<file path="src/rtl/archPkg.sv">
// Architecture constants
package archPkg;

  // Data word width
  localparam int xlen = 32;

  // Privilege mode encodings
  localparam logic [1:0] modeM = 2'd3;
  localparam logic [1:0] modeU = 2'd0;

  //////////////////////////////
  // Exception cause codes
  //////////////////////////////
  localparam logic [xlen-1:0] causeInstrMisaligned = 32'd0;
  localparam logic [xlen-1:0] causeInstrAccess     = 32'd1;
  localparam logic [xlen-1:0] causeIllegalInstr    = 32'd2;
  localparam logic [xlen-1:0] causeBreakpoint      = 32'd3;
  localparam logic [xlen-1:0] causeEcallU          = 32'd8;
  localparam logic [xlen-1:0] causeEcallM          = 32'd11;
  localparam logic [xlen-1:0] causeInstrPageFault  = 32'd12;
  localparam logic [xlen-1:0] causeLoadPageFault   = 32'd13;
  localparam logic [xlen-1:0] causeStorePageFault  = 32'd15;

  //////////////////////////////
  // Interrupt cause codes
  //////////////////////////////
  // Also the bit positions in mie and mip
  localparam logic [xlen-1:0] causeMSoftInt  = 32'd3;
  localparam logic [xlen-1:0] causeMTimerInt = 32'd7;
  localparam logic [xlen-1:0] causeMExtInt   = 32'd11;

endpackage

</file>
<file path="src/rtl/csrPkg.sv">
// Machine CSR definitions
package csrPkg;

  //////////////////////////////
  // CSR addresses
  //////////////////////////////
  localparam logic [11:0] csrMstatus  = 12'h300;
  localparam logic [11:0] csrMie      = 12'h304;
  localparam logic [11:0] csrMtvec    = 12'h305;
  localparam logic [11:0] csrMscratch = 12'h340;
  localparam logic [11:0] csrMepc     = 12'h341;
  localparam logic [11:0] csrMcause   = 12'h342;
  localparam logic [11:0] csrMtval    = 12'h343;
  localparam logic [11:0] csrMip      = 12'h344;

  // mstatus field positions
  localparam int statusMie  = 3;
  localparam int statusMpie = 7;
  // Low bit of the two-bit MPP field
  localparam int statusMpp  = 11;

  //////////////////////////////
  // System instruction codes
  //////////////////////////////
  // Bits 31:20 of the SYSTEM opcode
  localparam logic [11:0] funct12Ecall  = 12'h000;
  localparam logic [11:0] funct12Ebreak = 12'h001;
  localparam logic [11:0] funct12Mret   = 12'h302;
  localparam logic [11:0] funct12Wfi    = 12'h105;

  // Instruction bits 31:20
  // CSR instructions see an address
  // SYSTEM instructions see funct7 and rs2
  typedef union packed {
    logic [11:0] csrAddr;
    struct packed {
      logic [6:0] funct7;
      logic [4:0] rs2;
    } sys;
  } sysField_u;

endpackage

</file>
<file path="src/rtl/privDecode.sv">
`timescale 1ns/1ns
// Privileged instruction decoder
module privDecode (
  input  csrPkg::sysField_u InstrM,
  input  logic              PrivilegedM,
  input  logic              CSRReadM,
  input  logic              CSRWriteM,
  input  logic [1:0]        PrivilegeModeW,
  output logic              ecallM,
  output logic              ebreakM,
  output logic              mretM,
  output logic              wfiM,
  output logic              IllegalCSRAccessM
);
  import archPkg::*;
  import csrPkg::*;

  logic [11:0] funct12;
  logic        userMode;
  logic        csrAccess;
  logic        csrKnown;

  // Rebuild funct12 from the system view
  assign funct12 = {InstrM.sys.funct7, InstrM.sys.rs2};

  assign ecallM  = PrivilegedM && (funct12 == funct12Ecall);
  assign ebreakM = PrivilegedM && (funct12 == funct12Ebreak);
  assign mretM   = PrivilegedM && (funct12 == funct12Mret);
  assign wfiM    = PrivilegedM && (funct12 == funct12Wfi);

  assign userMode  = (PrivilegeModeW == modeU);
  assign csrAccess = CSRReadM || CSRWriteM;

  // Implemented machine CSRs
  always_comb begin
    case (InstrM.csrAddr)
      csrMstatus, csrMie, csrMtvec, csrMscratch,
      csrMepc, csrMcause, csrMtval, csrMip: csrKnown = 1'b1;
      default:                              csrKnown = 1'b0;
    endcase
  end

  // Every CSR is machine level, so U mode may touch none
  // mret from U mode is illegal too
  assign IllegalCSRAccessM = (csrAccess && (userMode || !csrKnown)) ||
                             (mretM && userMode);

  // Trap unit assumes at most one system event per instruction
  always_comb begin
    oneSysEvent: assert final ($onehot0({ecallM, ebreakM, mretM}))
      else $error("More than one system instruction decoded");
  end

endmodule

</file>
<file path="src/rtl/faultPipeline.sv">
`timescale 1ns/1ns
// Instruction fault pipeline
module faultPipeline (
  input  logic clk,
  input  logic rstN,
  input  logic StallD,
  input  logic StallE,
  input  logic StallM,
  input  logic FlushD,
  input  logic FlushE,
  input  logic FlushM,
  input  logic InstrPageFaultF,
  input  logic InstrAccessFaultF,
  input  logic IllegalInstrFaultD,
  output logic InstrPageFaultM,
  output logic InstrAccessFaultM,
  output logic IllegalInstrFaultM
);

  // D holds {page, access}
  // E and M hold {illegal, page, access}
  logic [1:0] faultD;
  logic [2:0] faultE;
  logic [2:0] faultM;

  // Flush clears a stage even when it is stalled
  always_ff @(posedge clk or negedge rstN) begin
    if (!rstN) begin
      faultD <= '0;
      faultE <= '0;
      faultM <= '0;
    end else begin
      if (FlushD)       faultD <= '0;
      else if (!StallD) faultD <= {InstrPageFaultF, InstrAccessFaultF};

      // Decode illegal flag joins here
      if (FlushE)       faultE <= '0;
      else if (!StallE) faultE <= {IllegalInstrFaultD, faultD};

      if (FlushM)       faultM <= '0;
      else if (!StallM) faultM <= faultE;
    end
  end

  assign {IllegalInstrFaultM, InstrPageFaultM, InstrAccessFaultM} = faultM;

endmodule

</file>
<file path="src/rtl/csrArbiter.sv">
`timescale 1ns/1ns
// CSR write port arbiter
module csrArbiter (
  input  logic trapWrite,
  input  logic CSRWriteM,
  input  logic IllegalCSRAccessM,
  output logic grantTrap,
  output logic grantInstr
);

  // Trap unit has fixed priority
  assign grantTrap = trapWrite;

  // Instruction write only when legal and the port is free
  // A refused write is dropped since its instruction is squashed
  assign grantInstr = CSRWriteM && !IllegalCSRAccessM && !trapWrite;

  // Single write port
  always_comb begin
    grantOneHot: assert final (!(grantTrap && grantInstr))
      else $error("CSR write port granted to both requesters");
  end

endmodule

</file>
<file path="src/rtl/csrFile.sv">
`timescale 1ns/1ns
// Machine CSR file
module csrFile (
  input  logic                     clk,
  input  logic                     rstN,
  input  logic                     StallW,
  input  logic                     CSRReadM,
  input  logic                     grantInstr,
  input  logic                     grantTrap,
  input  csrPkg::sysField_u        InstrM,
  input  logic [1:0]               csrOp,
  input  logic [archPkg::xlen-1:0] SrcAM,
  input  logic [archPkg::xlen-1:0] trapMepc,
  input  logic [archPkg::xlen-1:0] trapMcause,
  input  logic [archPkg::xlen-1:0] trapMtval,
  input  logic [archPkg::xlen-1:0] trapMstatus,
  input  logic                     TimerIntM,
  input  logic                     ExtIntM,
  input  logic                     SwIntM,
  output logic [archPkg::xlen-1:0] CSRReadValW,
  output logic [archPkg::xlen-1:0] MTVEC_REGW,
  output logic [archPkg::xlen-1:0] MEPC_REGW,
  output logic [archPkg::xlen-1:0] MSTATUS_REGW,
  output logic [archPkg::xlen-1:0] MIE_REGW,
  output logic [archPkg::xlen-1:0] MIP_REGW
);
  import archPkg::*;
  import csrPkg::*;

  logic [xlen-1:0] mscratch;
  logic [xlen-1:0] mcause;
  logic [xlen-1:0] mtval;
  logic [xlen-1:0] readValM;
  logic [xlen-1:0] writeVal;
  logic [xlen-1:0] statusWr;
  logic [xlen-1:0] mieWr;
  logic [xlen-1:0] mipNext;
  logic [1:0]      mppWr;
  logic            instrEn;
  logic            trapEn;

  // No update while writeback is stalled
  assign instrEn = grantInstr && !StallW;
  assign trapEn  = grantTrap && !StallW;

  //////////////////////////////
  // Read mux
  //////////////////////////////
  always_comb begin
    case (InstrM.csrAddr)
      csrMstatus:  readValM = MSTATUS_REGW;
      csrMie:      readValM = MIE_REGW;
      csrMtvec:    readValM = MTVEC_REGW;
      csrMscratch: readValM = mscratch;
      csrMepc:     readValM = MEPC_REGW;
      csrMcause:   readValM = mcause;
      csrMtval:    readValM = mtval;
      csrMip:      readValM = MIP_REGW;
      default:     readValM = '0;
    endcase
  end

  // csrOp follows funct3[1:0] of csrrw, csrrs and csrrc
  always_comb begin
    case (csrOp)
      2'b10:   writeVal = readValM | SrcAM;
      2'b11:   writeVal = readValM & ~SrcAM;
      default: writeVal = SrcAM;
    endcase
  end

  // mstatus keeps only MIE, MPIE and MPP
  // Reserved MPP values 1 and 2 leave the field unchanged
  assign mppWr = writeVal[statusMpp +: 2];
  always_comb begin
    statusWr = '0;
    statusWr[statusMie]  = writeVal[statusMie];
    statusWr[statusMpie] = writeVal[statusMpie];
    if ((mppWr == modeM) || (mppWr == modeU)) statusWr[statusMpp +: 2] = mppWr;
    else statusWr[statusMpp +: 2] = MSTATUS_REGW[statusMpp +: 2];
  end

  // Only the three machine interrupt enables exist
  always_comb begin
    mieWr = '0;
    mieWr[causeMSoftInt]  = writeVal[causeMSoftInt];
    mieWr[causeMTimerInt] = writeVal[causeMTimerInt];
    mieWr[causeMExtInt]   = writeVal[causeMExtInt];
    mipNext = '0;
    mipNext[causeMSoftInt]  = SwIntM;
    mipNext[causeMTimerInt] = TimerIntM;
    mipNext[causeMExtInt]   = ExtIntM;
  end

  //////////////////////////////
  // Control registers
  //////////////////////////////
  always_ff @(posedge clk or negedge rstN) begin
    if (!rstN) begin
      MSTATUS_REGW <= '0;
      MIE_REGW     <= '0;
      MIP_REGW     <= '0;
      CSRReadValW  <= '0;
    end else begin
      // mip just samples the lines
      MIP_REGW <= mipNext;
      // Read value is the one before this cycle's write
      if (!StallW) CSRReadValW <= CSRReadM ? readValM : '0;
      if (trapEn) MSTATUS_REGW <= trapMstatus;
      else if (instrEn && (InstrM.csrAddr == csrMstatus)) MSTATUS_REGW <= statusWr;
      if (instrEn && (InstrM.csrAddr == csrMie)) MIE_REGW <= mieWr;
    end
  end

  // Payload registers
  always_ff @(posedge clk) begin
    if (trapEn) begin
      MEPC_REGW <= {trapMepc[xlen-1:2], 2'b00};
      mcause    <= trapMcause;
      mtval     <= trapMtval;
    end else if (instrEn) begin
      case (InstrM.csrAddr)
        csrMtvec:    MTVEC_REGW <= {writeVal[xlen-1:2], 1'b0, writeVal[0]};  // Mode 0 or 1
        csrMepc:     MEPC_REGW  <= {writeVal[xlen-1:2], 2'b00};
        csrMscratch: mscratch   <= writeVal;
        csrMcause:   mcause     <= writeVal;
        csrMtval:    mtval      <= writeVal;
        default:     ;
      endcase
    end
  end

  // Arbiter and trap unit must never both land a write
  grantsApart: assert property (@(posedge clk) disable iff (!rstN)
                                !(grantTrap && grantInstr))
    else $error("Trap and instruction CSR writes in the same cycle");

endmodule

</file>
<file path="src/rtl/trapUnit.sv">
`timescale 1ns/1ns
// Trap and return control
module trapUnit (
  input  logic                     clk,
  input  logic                     rstN,
  input  logic                     StallW,
  input  logic [archPkg::xlen-1:0] PCM,
  input  logic [archPkg::xlen-1:0] InstrMisalignedAdrM,
  input  logic [archPkg::xlen-1:0] MemAdrM,
  input  logic                     InstrMisalignedFaultM,
  input  logic                     LoadPageFaultM,
  input  logic                     StorePageFaultM,
  input  logic                     InstrPageFaultM,
  input  logic                     InstrAccessFaultM,
  input  logic                     IllegalInstrFaultM,
  input  logic                     ecallM,
  input  logic                     ebreakM,
  input  logic                     mretM,
  input  logic                     IllegalCSRAccessM,
  input  logic [archPkg::xlen-1:0] MTVEC_REGW,
  input  logic [archPkg::xlen-1:0] MEPC_REGW,
  input  logic [archPkg::xlen-1:0] MSTATUS_REGW,
  input  logic [archPkg::xlen-1:0] MIE_REGW,
  input  logic [archPkg::xlen-1:0] MIP_REGW,
  output logic                     TrapM,
  output logic                     RetM,
  output logic [archPkg::xlen-1:0] PrivilegedNextPCM,
  output logic [1:0]               PrivilegeModeW,
  output logic                     trapWrite,
  output logic [archPkg::xlen-1:0] trapMepc,
  output logic [archPkg::xlen-1:0] trapMcause,
  output logic [archPkg::xlen-1:0] trapMtval,
  output logic [archPkg::xlen-1:0] trapMstatus
);
  import archPkg::*;
  import csrPkg::*;

  logic [xlen-1:0] pendingInt;
  logic [xlen-1:0] causeM;
  logic [xlen-1:0] tvalM;
  logic [xlen-1:0] trapBase;
  logic [xlen-1:0] statusTrap;
  logic [xlen-1:0] statusRet;
  logic [1:0]      nextModeM;
  logic            intEnable;
  logic            interruptM;

  // Interrupts are always enabled below M mode
  assign pendingInt = MIP_REGW & MIE_REGW;
  assign intEnable  = MSTATUS_REGW[statusMie] || (PrivilegeModeW == modeU);

  //////////////////////////////
  // Trap priority
  //////////////////////////////
  always_comb begin
    TrapM      = 1'b1;
    interruptM = 1'b0;
    causeM     = '0;
    tvalM      = '0;
    if (intEnable && pendingInt[causeMExtInt]) begin
      interruptM = 1'b1;
      causeM     = {1'b1, causeMExtInt[xlen-2:0]};
    end else if (intEnable && pendingInt[causeMSoftInt]) begin
      interruptM = 1'b1;
      causeM     = {1'b1, causeMSoftInt[xlen-2:0]};
    end else if (intEnable && pendingInt[causeMTimerInt]) begin
      interruptM = 1'b1;
      causeM     = {1'b1, causeMTimerInt[xlen-2:0]};
    end else if (InstrPageFaultM) begin
      causeM = causeInstrPageFault;
      tvalM  = PCM;
    end else if (InstrAccessFaultM) begin
      causeM = causeInstrAccess;
    end else if (IllegalInstrFaultM || IllegalCSRAccessM) begin
      causeM = causeIllegalInstr;
    end else if (InstrMisalignedFaultM) begin
      causeM = causeInstrMisaligned;
      tvalM  = InstrMisalignedAdrM;
    end else if (ebreakM) begin
      causeM = causeBreakpoint;
    end else if (ecallM) begin
      causeM = (PrivilegeModeW == modeU) ? causeEcallU : causeEcallM;
    end else if (StorePageFaultM) begin
      causeM = causeStorePageFault;
      tvalM  = MemAdrM;
    end else if (LoadPageFaultM) begin
      causeM = causeLoadPageFault;
      tvalM  = MemAdrM;
    end else begin
      TrapM = 1'b0;
    end
  end

  // A trapping mret does not return
  assign RetM = mretM && !TrapM;

  // Vectored mode offsets interrupts by four times the cause
  assign trapBase = {MTVEC_REGW[xlen-1:2], 2'b00};
  always_comb begin
    if (!TrapM) PrivilegedNextPCM = MEPC_REGW;
    else if (interruptM && MTVEC_REGW[0]) PrivilegedNextPCM = trapBase + {causeM[xlen-3:0], 2'b00};
    else PrivilegedNextPCM = trapBase;
  end

  // mstatus stack push on trap, pop on mret
  always_comb begin
    statusTrap = MSTATUS_REGW;
    statusTrap[statusMpie]       = MSTATUS_REGW[statusMie];
    statusTrap[statusMie]        = 1'b0;
    statusTrap[statusMpp +: 2]   = PrivilegeModeW;
    statusRet = MSTATUS_REGW;
    statusRet[statusMie]         = MSTATUS_REGW[statusMpie];
    statusRet[statusMpie]        = 1'b1;
    statusRet[statusMpp +: 2]    = modeU;
  end

  // mret rewrites mepc unchanged and clears mcause and mtval
  assign trapWrite   = (TrapM || RetM) && !StallW;
  assign trapMstatus = TrapM ? statusTrap : statusRet;
  assign trapMepc    = TrapM ? PCM : MEPC_REGW;
  assign trapMcause  = causeM;
  assign trapMtval   = tvalM;

  //////////////////////////////
  // Privilege mode
  //////////////////////////////
  always_comb begin
    if (TrapM)     nextModeM = modeM;
    else if (RetM) nextModeM = MSTATUS_REGW[statusMpp +: 2];
    else           nextModeM = PrivilegeModeW;
  end

  always_ff @(posedge clk or negedge rstN) begin
    if (!rstN)        PrivilegeModeW <= modeM;
    else if (!StallW) PrivilegeModeW <= nextModeM;
  end

  // Trap write through the arbiter must mask interrupts
  trapMasksInts: assert property (@(posedge clk) disable iff (!rstN)
                                  TrapM && !StallW |=> !MSTATUS_REGW[statusMie])
    else $error("mstatus.MIE still set after a trap");

endmodule

</file>
<file path="src/rtl/privileged.sv">
`timescale 1ns/1ns
// Machine mode privileged unit
module privileged (
  input  logic                     clk,
  input  logic                     rstN,
  input  logic                     StallD,
  input  logic                     StallE,
  input  logic                     StallM,
  input  logic                     StallW,
  input  logic                     FlushD,
  input  logic                     FlushE,
  input  logic                     FlushM,
  input  csrPkg::sysField_u        InstrM,
  input  logic                     PrivilegedM,
  input  logic                     CSRReadM,
  input  logic                     CSRWriteM,
  input  logic [1:0]               csrOp,
  input  logic [archPkg::xlen-1:0] SrcAM,
  input  logic [archPkg::xlen-1:0] PCM,
  input  logic [archPkg::xlen-1:0] InstrMisalignedAdrM,
  input  logic [archPkg::xlen-1:0] MemAdrM,
  input  logic                     InstrPageFaultF,
  input  logic                     InstrAccessFaultF,
  input  logic                     IllegalInstrFaultD,
  input  logic                     InstrMisalignedFaultM,
  input  logic                     LoadPageFaultM,
  input  logic                     StorePageFaultM,
  input  logic                     TimerIntM,
  input  logic                     ExtIntM,
  input  logic                     SwIntM,
  output logic [archPkg::xlen-1:0] CSRReadValW,
  output logic [archPkg::xlen-1:0] PrivilegedNextPCM,
  output logic                     TrapM,
  output logic                     RetM,
  output logic                     wfiM,
  output logic [1:0]               PrivilegeModeW
);
  import archPkg::*;

  // Decoder outputs
  logic ecallM;
  logic ebreakM;
  logic mretM;
  logic IllegalCSRAccessM;

  // Faults reaching M
  logic InstrPageFaultM;
  logic InstrAccessFaultM;
  logic IllegalInstrFaultM;

  // Shared write port
  logic            trapWrite;
  logic            grantTrap;
  logic            grantInstr;
  logic [xlen-1:0] trapMepc;
  logic [xlen-1:0] trapMcause;
  logic [xlen-1:0] trapMtval;
  logic [xlen-1:0] trapMstatus;

  // CSR state seen by the trap unit
  logic [xlen-1:0] MTVEC_REGW;
  logic [xlen-1:0] MEPC_REGW;
  logic [xlen-1:0] MSTATUS_REGW;
  logic [xlen-1:0] MIE_REGW;
  logic [xlen-1:0] MIP_REGW;

  //////////////////////////////
  // Submodules
  //////////////////////////////
  privDecode    decode  (.*);
  faultPipeline faults  (.*);
  csrArbiter    arbiter (.*);
  csrFile       csrs    (.*);
  trapUnit      trap    (.*);

endmodule

</file>
<file path="config.mk">
export PLATFORM = sky130hd
export DESIGN_NAME = privileged
export DESIGN_NICKNAME = d
export VERILOG_FILES = /design/src/rtl/archPkg.sv /design/src/rtl/csrPkg.sv /design/src/rtl/privDecode.sv /design/src/rtl/faultPipeline.sv /design/src/rtl/csrArbiter.sv /design/src/rtl/csrFile.sv /design/src/rtl/trapUnit.sv /design/src/rtl/privileged.sv
export SDC_FILE = /design/constraint.sdc
export NUM_CORES = 1
export LEC_CHECK = 0
export BUFFER_PORTS_ARGS = -buffer_cell sky130_fd_sc_hd__clkbuf_2
export CAP_MARGIN = 20
export CORE_MARGIN = 2
export CORE_UTILIZATION = 44
export DETAILED_ROUTE_END_ITERATION = 6
export PLACE_DENSITY_LB_ADDON = 0.1
export SLEW_MARGIN = 0
export SYNTH_ARGS = -nofsm -noshare
export SYNTH_HDL_FRONTEND = slang
export SYNTH_SLANG_ARGS = --single-unit
</file>
<file path="constraint.sdc">
create_clock -name clk -period 6.5 [get_ports clk]
set_input_delay 1.625 -clock clk [delete_from_list [all_inputs] [get_ports clk]]
set_output_delay 1.625 -clock clk [all_outputs]
set_load 0.02 [all_outputs]
</file>
Word-level counts from Yosys, hierarchy flattened
Index checks and enable logic that the tools add are counted.
Storage, ports and cells
  bits in registers: 237
  output and inout port bits: 69
  input bits: 163
  word-level logic and storage cells: 154
Operators by class
  multiplexer cells: 65
  equality and inequality tests: 18
  bitwise gates (word level): 6
  add/sub/neg operators: 1
  reductions and logical operators: 49
Operator list (number)
  $mux W32: 36
  $pmux W32 S8: 1
  $eq A12 B10 Y1 const B: 9
  $pmux W32 S2: 1
  $add A32 B32 Y32: 1
  $and A32 B32 Y32: 1
  $not A32 Y32: 1
  $or A32 B32 Y32: 1
  $logic_and A1 B1 Y1: 18
  $mux W1: 15
  $reduce_bool A2 Y1: 7
  $mux W13: 1
  $and A12 B12 Y12: 1
  $eq A12 B1 Y1 const B: 1
  $eq A12 B9 Y1 const B: 1
  $logic_not A12 Y1: 1
  $mux W2: 6
  $mux W3: 4
  $reduce_and A2 Y1: 5
  $reduce_and A3 Y1: 3
  $ne A2 B1 Y1 const B: 4
  $reduce_or A8 Y1: 1
  $logic_or A1 B1 Y1: 7
  $eq A2 B2 Y1 const B: 3
  other kinds (4): 10

Longest topological paths before layout
  word-level depth: 24
  mapped depth: 18
  mapped depth without buffers: 17

Modules after synthesis
Synthesis repeated with hierarchy kept, for this count alone.
Unflattened totals
  cell total of the unflattened synthesis: 1504
  area, all modules: 14985.6 µm²
By module, submodules not included
  csrFile: area each 11511.0 µm², seq. area each 6466.2 µm², instances 1, cells an instance 969
  trapUnit: area each 2997.9 µm², seq. area each 52.6 µm², instances 1, cells an instance 487
  faultPipeline: area each 310.3 µm², seq. area each 200.2 µm², instances 1, cells an instance 24
  privDecode: area each 146.4 µm², seq. area each 0.0 µm², instances 1, cells an instance 22
  csrArbiter: area each 20.0 µm², seq. area each 0.0 µm², instances 1, cells an instance 2

Worst setup path after synthesis
No wires, ideal clock.
  kind: in2out
  start point: input InstrM[2] in the netlist's numbering
  end point: output PrivilegedNextPCM[30] in the netlist's numbering
  path buffers: 1
  arrival: 5.269 ns
  stages: 18
  slack: -0.394 ns
  required time: 4.875 ns
  cell sequence: buf_2 or4b_4 or4_4 o21ai_4 or2_2 nor2_1 a32oi_1 nand2_1 ha_1 inv_1 fa_1 nor2b_1 o21a_1 o21bai_1 nor2_1 nand4_1 xor2_1 o21ai_0
Between the ends
  longest elaborated chain between the ends: 17
  elaborated cells on any way between the ends: 43
  classes of those cells: add/sub: 1; eq/ne: 10; mux: 21; reduce/logical: 11
Ends and longest elaborated chain
  start, declared: line privileged.sv:13  | input csrPkg::sysField_u InstrM,
  $eq A12 B10 Y1: line privDecode.sv:36  | case (InstrM.csrAddr)
  $reduce_or A8 Y1: line privDecode.sv:36
  $mux W1: line privDecode.sv:36
  $logic_not A1 Y1: line privDecode.sv:45  | assign IllegalCSRAccessM = (csrAccess && (userMode || !csrKnown)) ||
  $logic_or A1 B1 Y1: line privDecode.sv:45
  $logic_and A1 B1 Y1: line privDecode.sv:45
  $logic_or A1 B1 Y1: line privDecode.sv:45
  $logic_or A1 B1 Y1: line trapUnit.sv:74  | end else if (IllegalInstrFaultM || IllegalCSRAccessM) begin
  $mux W32: line trapUnit.sv:74
  $mux W32: line trapUnit.sv:72  | end else if (InstrAccessFaultM) begin
  $mux W32: line trapUnit.sv:69  | end else if (InstrPageFaultM) begin
  $mux W32: line trapUnit.sv:66  | end else if (intEnable && pendingInt[causeMTimerInt]) begin
  $mux W32: line trapUnit.sv:63  | end else if (intEnable && pendingInt[causeMSoftInt]) begin
  $mux W32: line trapUnit.sv:60  | if (intEnable && pendingInt[causeMExtInt]) begin
  $add A32 B32 Y32: line trapUnit.sv:101  | else if (interruptM && MTVEC_REGW[0]) PrivilegedNextPCM = trapBase + {causeM[xlen-3:0], 2'b00};
  $mux W32: line trapUnit.sv:101
  $mux W32 (*): line trapUnit.sv:100  | if (!TrapM) PrivilegedNextPCM = MEPC_REGW;
  end, declared: line privileged.sv:32  | output logic [archPkg::xlen-1:0] PrivilegedNextPCM,
Every way passes the cells marked *; elsewhere a longest branch is shown, timed or not.

Final worst setup path
  start point: input InstrM[7] in the netlist's numbering
  end point: output PrivilegedNextPCM[12] in the netlist's numbering
Same word-level chain as after synthesis.

==> results.yml <==
outcome:
  status: "complete, but fails checks"
  violations: "setup timing"
grt:
  antenna_found_initial: 0
  grt_pass1_vias: 9929
  grt_pass1_wl_um: 61000
  grt_use_total: 0.305
  grt_max_degree: 62
  grt-ovfl-total: 0
setup_path:
  critical_path_class: "in -> out"
  cp-start-kind: "primary input"
  r2r-end: "csrs.mtval[23]"
  reg2reg_slack_ns: 2.25
  rr_startpoint: "csrs.MIE_REGW[11]"
  critical_path.cell_chain: "buf_6 > or4_4 > or4_4 > o21ai_4 > or2_4 > nor2_4 > a32oi_4 > nand2_2 > ha_4 > inv_2 > fa_2 > nor2b_4 > o21a_1 > o21bai_4 > buf_4 > nor2_2 > xnor2_1 > o21ai_2 > clkbuf_8"
  reg2reg_depth: 10
  worstPathMaxFanout: 5
  cp.required_ns: 4.88
  worstSetupEndpointType: "primary output"
  arrival_ns: 5.21
  crit_family: "simple AND/OR/NAND/NOR gates"
  path_common_cell: "or4_4"
  slowest_delay_ns: 0.55
  slowest_stage: "or4_4"
  timing.critical_path.buf_inv: 4
timing:
  fin_crit_ns: 6.83
  hold_viol_final: 0
  slew_headroom: 0.232
  worst_pin_slew_ns: 1.15
  fin_crit_sh: 1.05
  rsz0062_at_grt: "true"
  setup_viol: 27
  skew_ns: 0.0295
  clock.fmax_mhz: 146
  layout_setup_ws_ns: -0.334
  final_max_slew_viol_count: 0
  timing.hold.ws_ns: 0.482
finish:
  layout-area-overhead-vs-synth_pct: 27.8
  final_core_util: 0.576
  register_area_um2: 6020
  multiInputGateArea_um2: 5390
  drive_gt1_frac: 0.348
  diodes: 0
  fin_nets: 1511
  num-fill-cells: 2250
routing:
  vias: 10200
  wl_met3_um: 4110
  first_pass_iters: 6
  drt-vias-per-instance: 6.03
  highest_layer: "met4"
  wl_um: 41600
  drt-met1-wl_um: 17500
  drtIter0Drc: 992
  wire_per_inst_um: 24.6
  drt.antenna.violating_nets: 0
  drc_errors: 0
  met2WireLength_um: 18700
clock_network:
  clk_path_buf_depth: 3
  h-tree-depth: 1
  hold_buffers: 0
  cts_tree: "built"
  cts_sinks: 209
  cts_made_buffers: 24
  cts-root-buf: "clkbuf_16"
  clock_latency_ns: 0.55
  path_clk_slew_ns: 0.06
yosys:
  syn_avg_cell_area_um2: 10.5
  synth-adder-area-share: 0.00614
  synth_top_family_by_area: "compound AO/OA/AOI/OAI gates"
  synth-xor-area-share: 0.0207
  synth_mux_area_frac: 0.0509
  synth_top_area_share: 0.413
  synth_cell_types: 76
  yosys.area_share.simple: 0.158
  synthFlopType: "edfxtp_1"
  async_flop_share: 0.249
  ys_ff_latch: 209
  synthCells: 1084
  synth-edff-count: 157
  ys_warn_count: 0
  syn_area_um2: 11400
  synth-compound-area-share: 0.201
  ys_top_cells_by_area: "edfxtp_1 (41%), dfrtp_1 (11%), nand2_1 (5.8%)"
  synth_top_area_cell: "edfxtp_1"
  yosysSeqAreaShare: 0.527
place:
  numPortBuffers: 229
  dp_hpwl_um: 27500
  place_congestion: 0.932
die:
  dieArea_um2: 27200
  die-height_um: 165
  die_width_um: 165
  ios: 232
  fp-row-count: 58
  core_area_um2: 25300
  initial_core_util: 0.451
min_path:
  hold_path_class: "reg -> reg"
  hold_depth: 2
  hold_end: "csrs.CSRReadValW[26]"
  hp-start: "csrs.CSRReadValW[26]"
power_and_ir_drop:
  leakagePower_nw: 6.18
  vdd_drop_max_mv: 0.167
  powerDensity_nw_per_um2: 221
flow_run:
  maxCapViolCount: 0
==> metal layers <==
layer	global-route usage	up-vias
met4	0.0968	0
met2	0.478	589
met1	0.429	4924
met5	0	-
li1	-	4601
met3	0.0554	80
==> cell families (layout without fill, tap and decap cells) <==
kind of cell / after synthesis / after routing
xor+xnor: 27 / 27
mux: 52 / 52
other cells: 1 / 2
compound gates: 332 / 332
simple gates: 366 / 366
fa+ha+maj: 5 / 5
buf+inv: 92 / 368
flops: 209 / 209
==> synthesized netlist by cell type (6+ instances only) <==
| library cell | instances |
|---|---|
| a21oi_1 | 31 |
| xnor2_1 | 21 |
| inv_1 | 15 |
| nand3b_1 | 19 |
| a221o_1 | 16 |
| o31ai_1 | 18 |
| and2_4 | 9 |
| dfrtp_1 | 50 |
| a21o_1 | 67 |
| buf_1 | 7 |
| buf_2 | 10 |
| nand4_1 | 7 |
| a22oi_1 | 51 |
| nand2_1 | 176 |
| mux2_2 | 37 |
| nor3_1 | 23 |
| nor2_1 | 61 |
| a222oi_1 | 12 |
| clkbuf_1 | 50 |
| xor2_1 | 6 |
| o21ai_0 | 93 |
| and3_1 | 6 |
| mux2i_1 | 13 |
| edfxtp_1 | 157 |
| buf_4 | 6 |
| nand3_1 | 11 |
| a22o_1 | 9 |
| nor4_1 | 6 |
==> report_power, final <==
part | total (mW) | switching (mW) | internal (mW) | leakage, nW
registers | 1.52 | 0.0189 | 1.50 | 2.23
logic | 0.368 | 0.221 | 0.147 | 3.56
clock network | 1.35 | 0.561 | 0.785 | 0.389
==> flip-flops by register name, summed over array words and instances, names as in the netlist, 3 cells and up <==
register           cells
csrs.CSRReadValW      32
csrs.MEPC_REGW        30
csrs.MIE_REGW          3
csrs.MIP_REGW          3
csrs.MSTATUS_REGW      4
csrs.MTVEC_REGW       31
csrs.mcause           32
csrs.mscratch         32
csrs.mtval            32
faults.faultE          3
faults.faultM          3
==> worst max path at each step <==
stage,startpoint,end,slack (ns),depth (start not counted)
finish,InstrM[7],PrivilegedNextPCM[12],-0.33,19
floorplan,InstrM[2],PrivilegedNextPCM[31],0.003,17
global placement,InstrM[9],PrivilegedNextPCM[22],-0.37,19
CTS,InstrM[7],PrivilegedNextPCM[30],-0.30,17
detailed placement,InstrM[9],PrivilegedNextPCM[30],-0.45,19
global route,InstrM[7],PrivilegedNextPCM[30],-0.45,16
==> stage by stage <==
stage / TNS [ns] / std cells / area, µm² / setup WS, ns / total power [mW]
floorplan: 0 / 1085 / 11500 / 0.00252 / 1.73
global placement: -7.10 / 1638 / 13300 / -0.369 / 1.89
detailed placement: -8.47 / 1638 / 13300 / -0.449 / 1.89
CTS: -5.15 / 1688 / 14400 / -0.298 / 3.23
global route: -9.89 / 1691 / 14600 / -0.453 / 3.32
finish: -6.70 / 1691 / 14600 / -0.334 / 3.23
==> worst min-delay path, delay by kind of cell (launching register included) <==
kind             cells  cell delay [ns]
AND/OR/NAND/NOR      1             0.05
flip-flops           1             0.34
AO/OA/AOI/OAI        1             0.06
==> placed cells by master, fill, tap and decap left out, drive strengths merged, types with 19 or more instances in the layout <==
master / n
a21o: 67
o21ai: 94
nor2: 61
xnor2: 21
edfxtp: 157
mux2: 38
a21oi: 32
clkbuf: 255
buf: 89
a22oi: 51
nand2: 176
nand3b: 19
dfrtp: 50
nor3: 24
==> cell type report <==
cell class                      count  area share
Sequential cell                   209       0.412
Multi-Input combinational cell    784       0.369
Timing Repair Buffer              308       0.132
Clock buffer                       36      0.0477
Tap cell                          330      0.0283
Clock inverter                      8     0.00652
Inverter                           16     0.00412
==> what timing repair did <==
item	CTS	global route
pin swaps	11	22
endpoints found under the setup margin	27	29
buffers inserted	7	4
gates resized for setup	57	52
No activity file was read; power rests on OpenSTA's default activity.
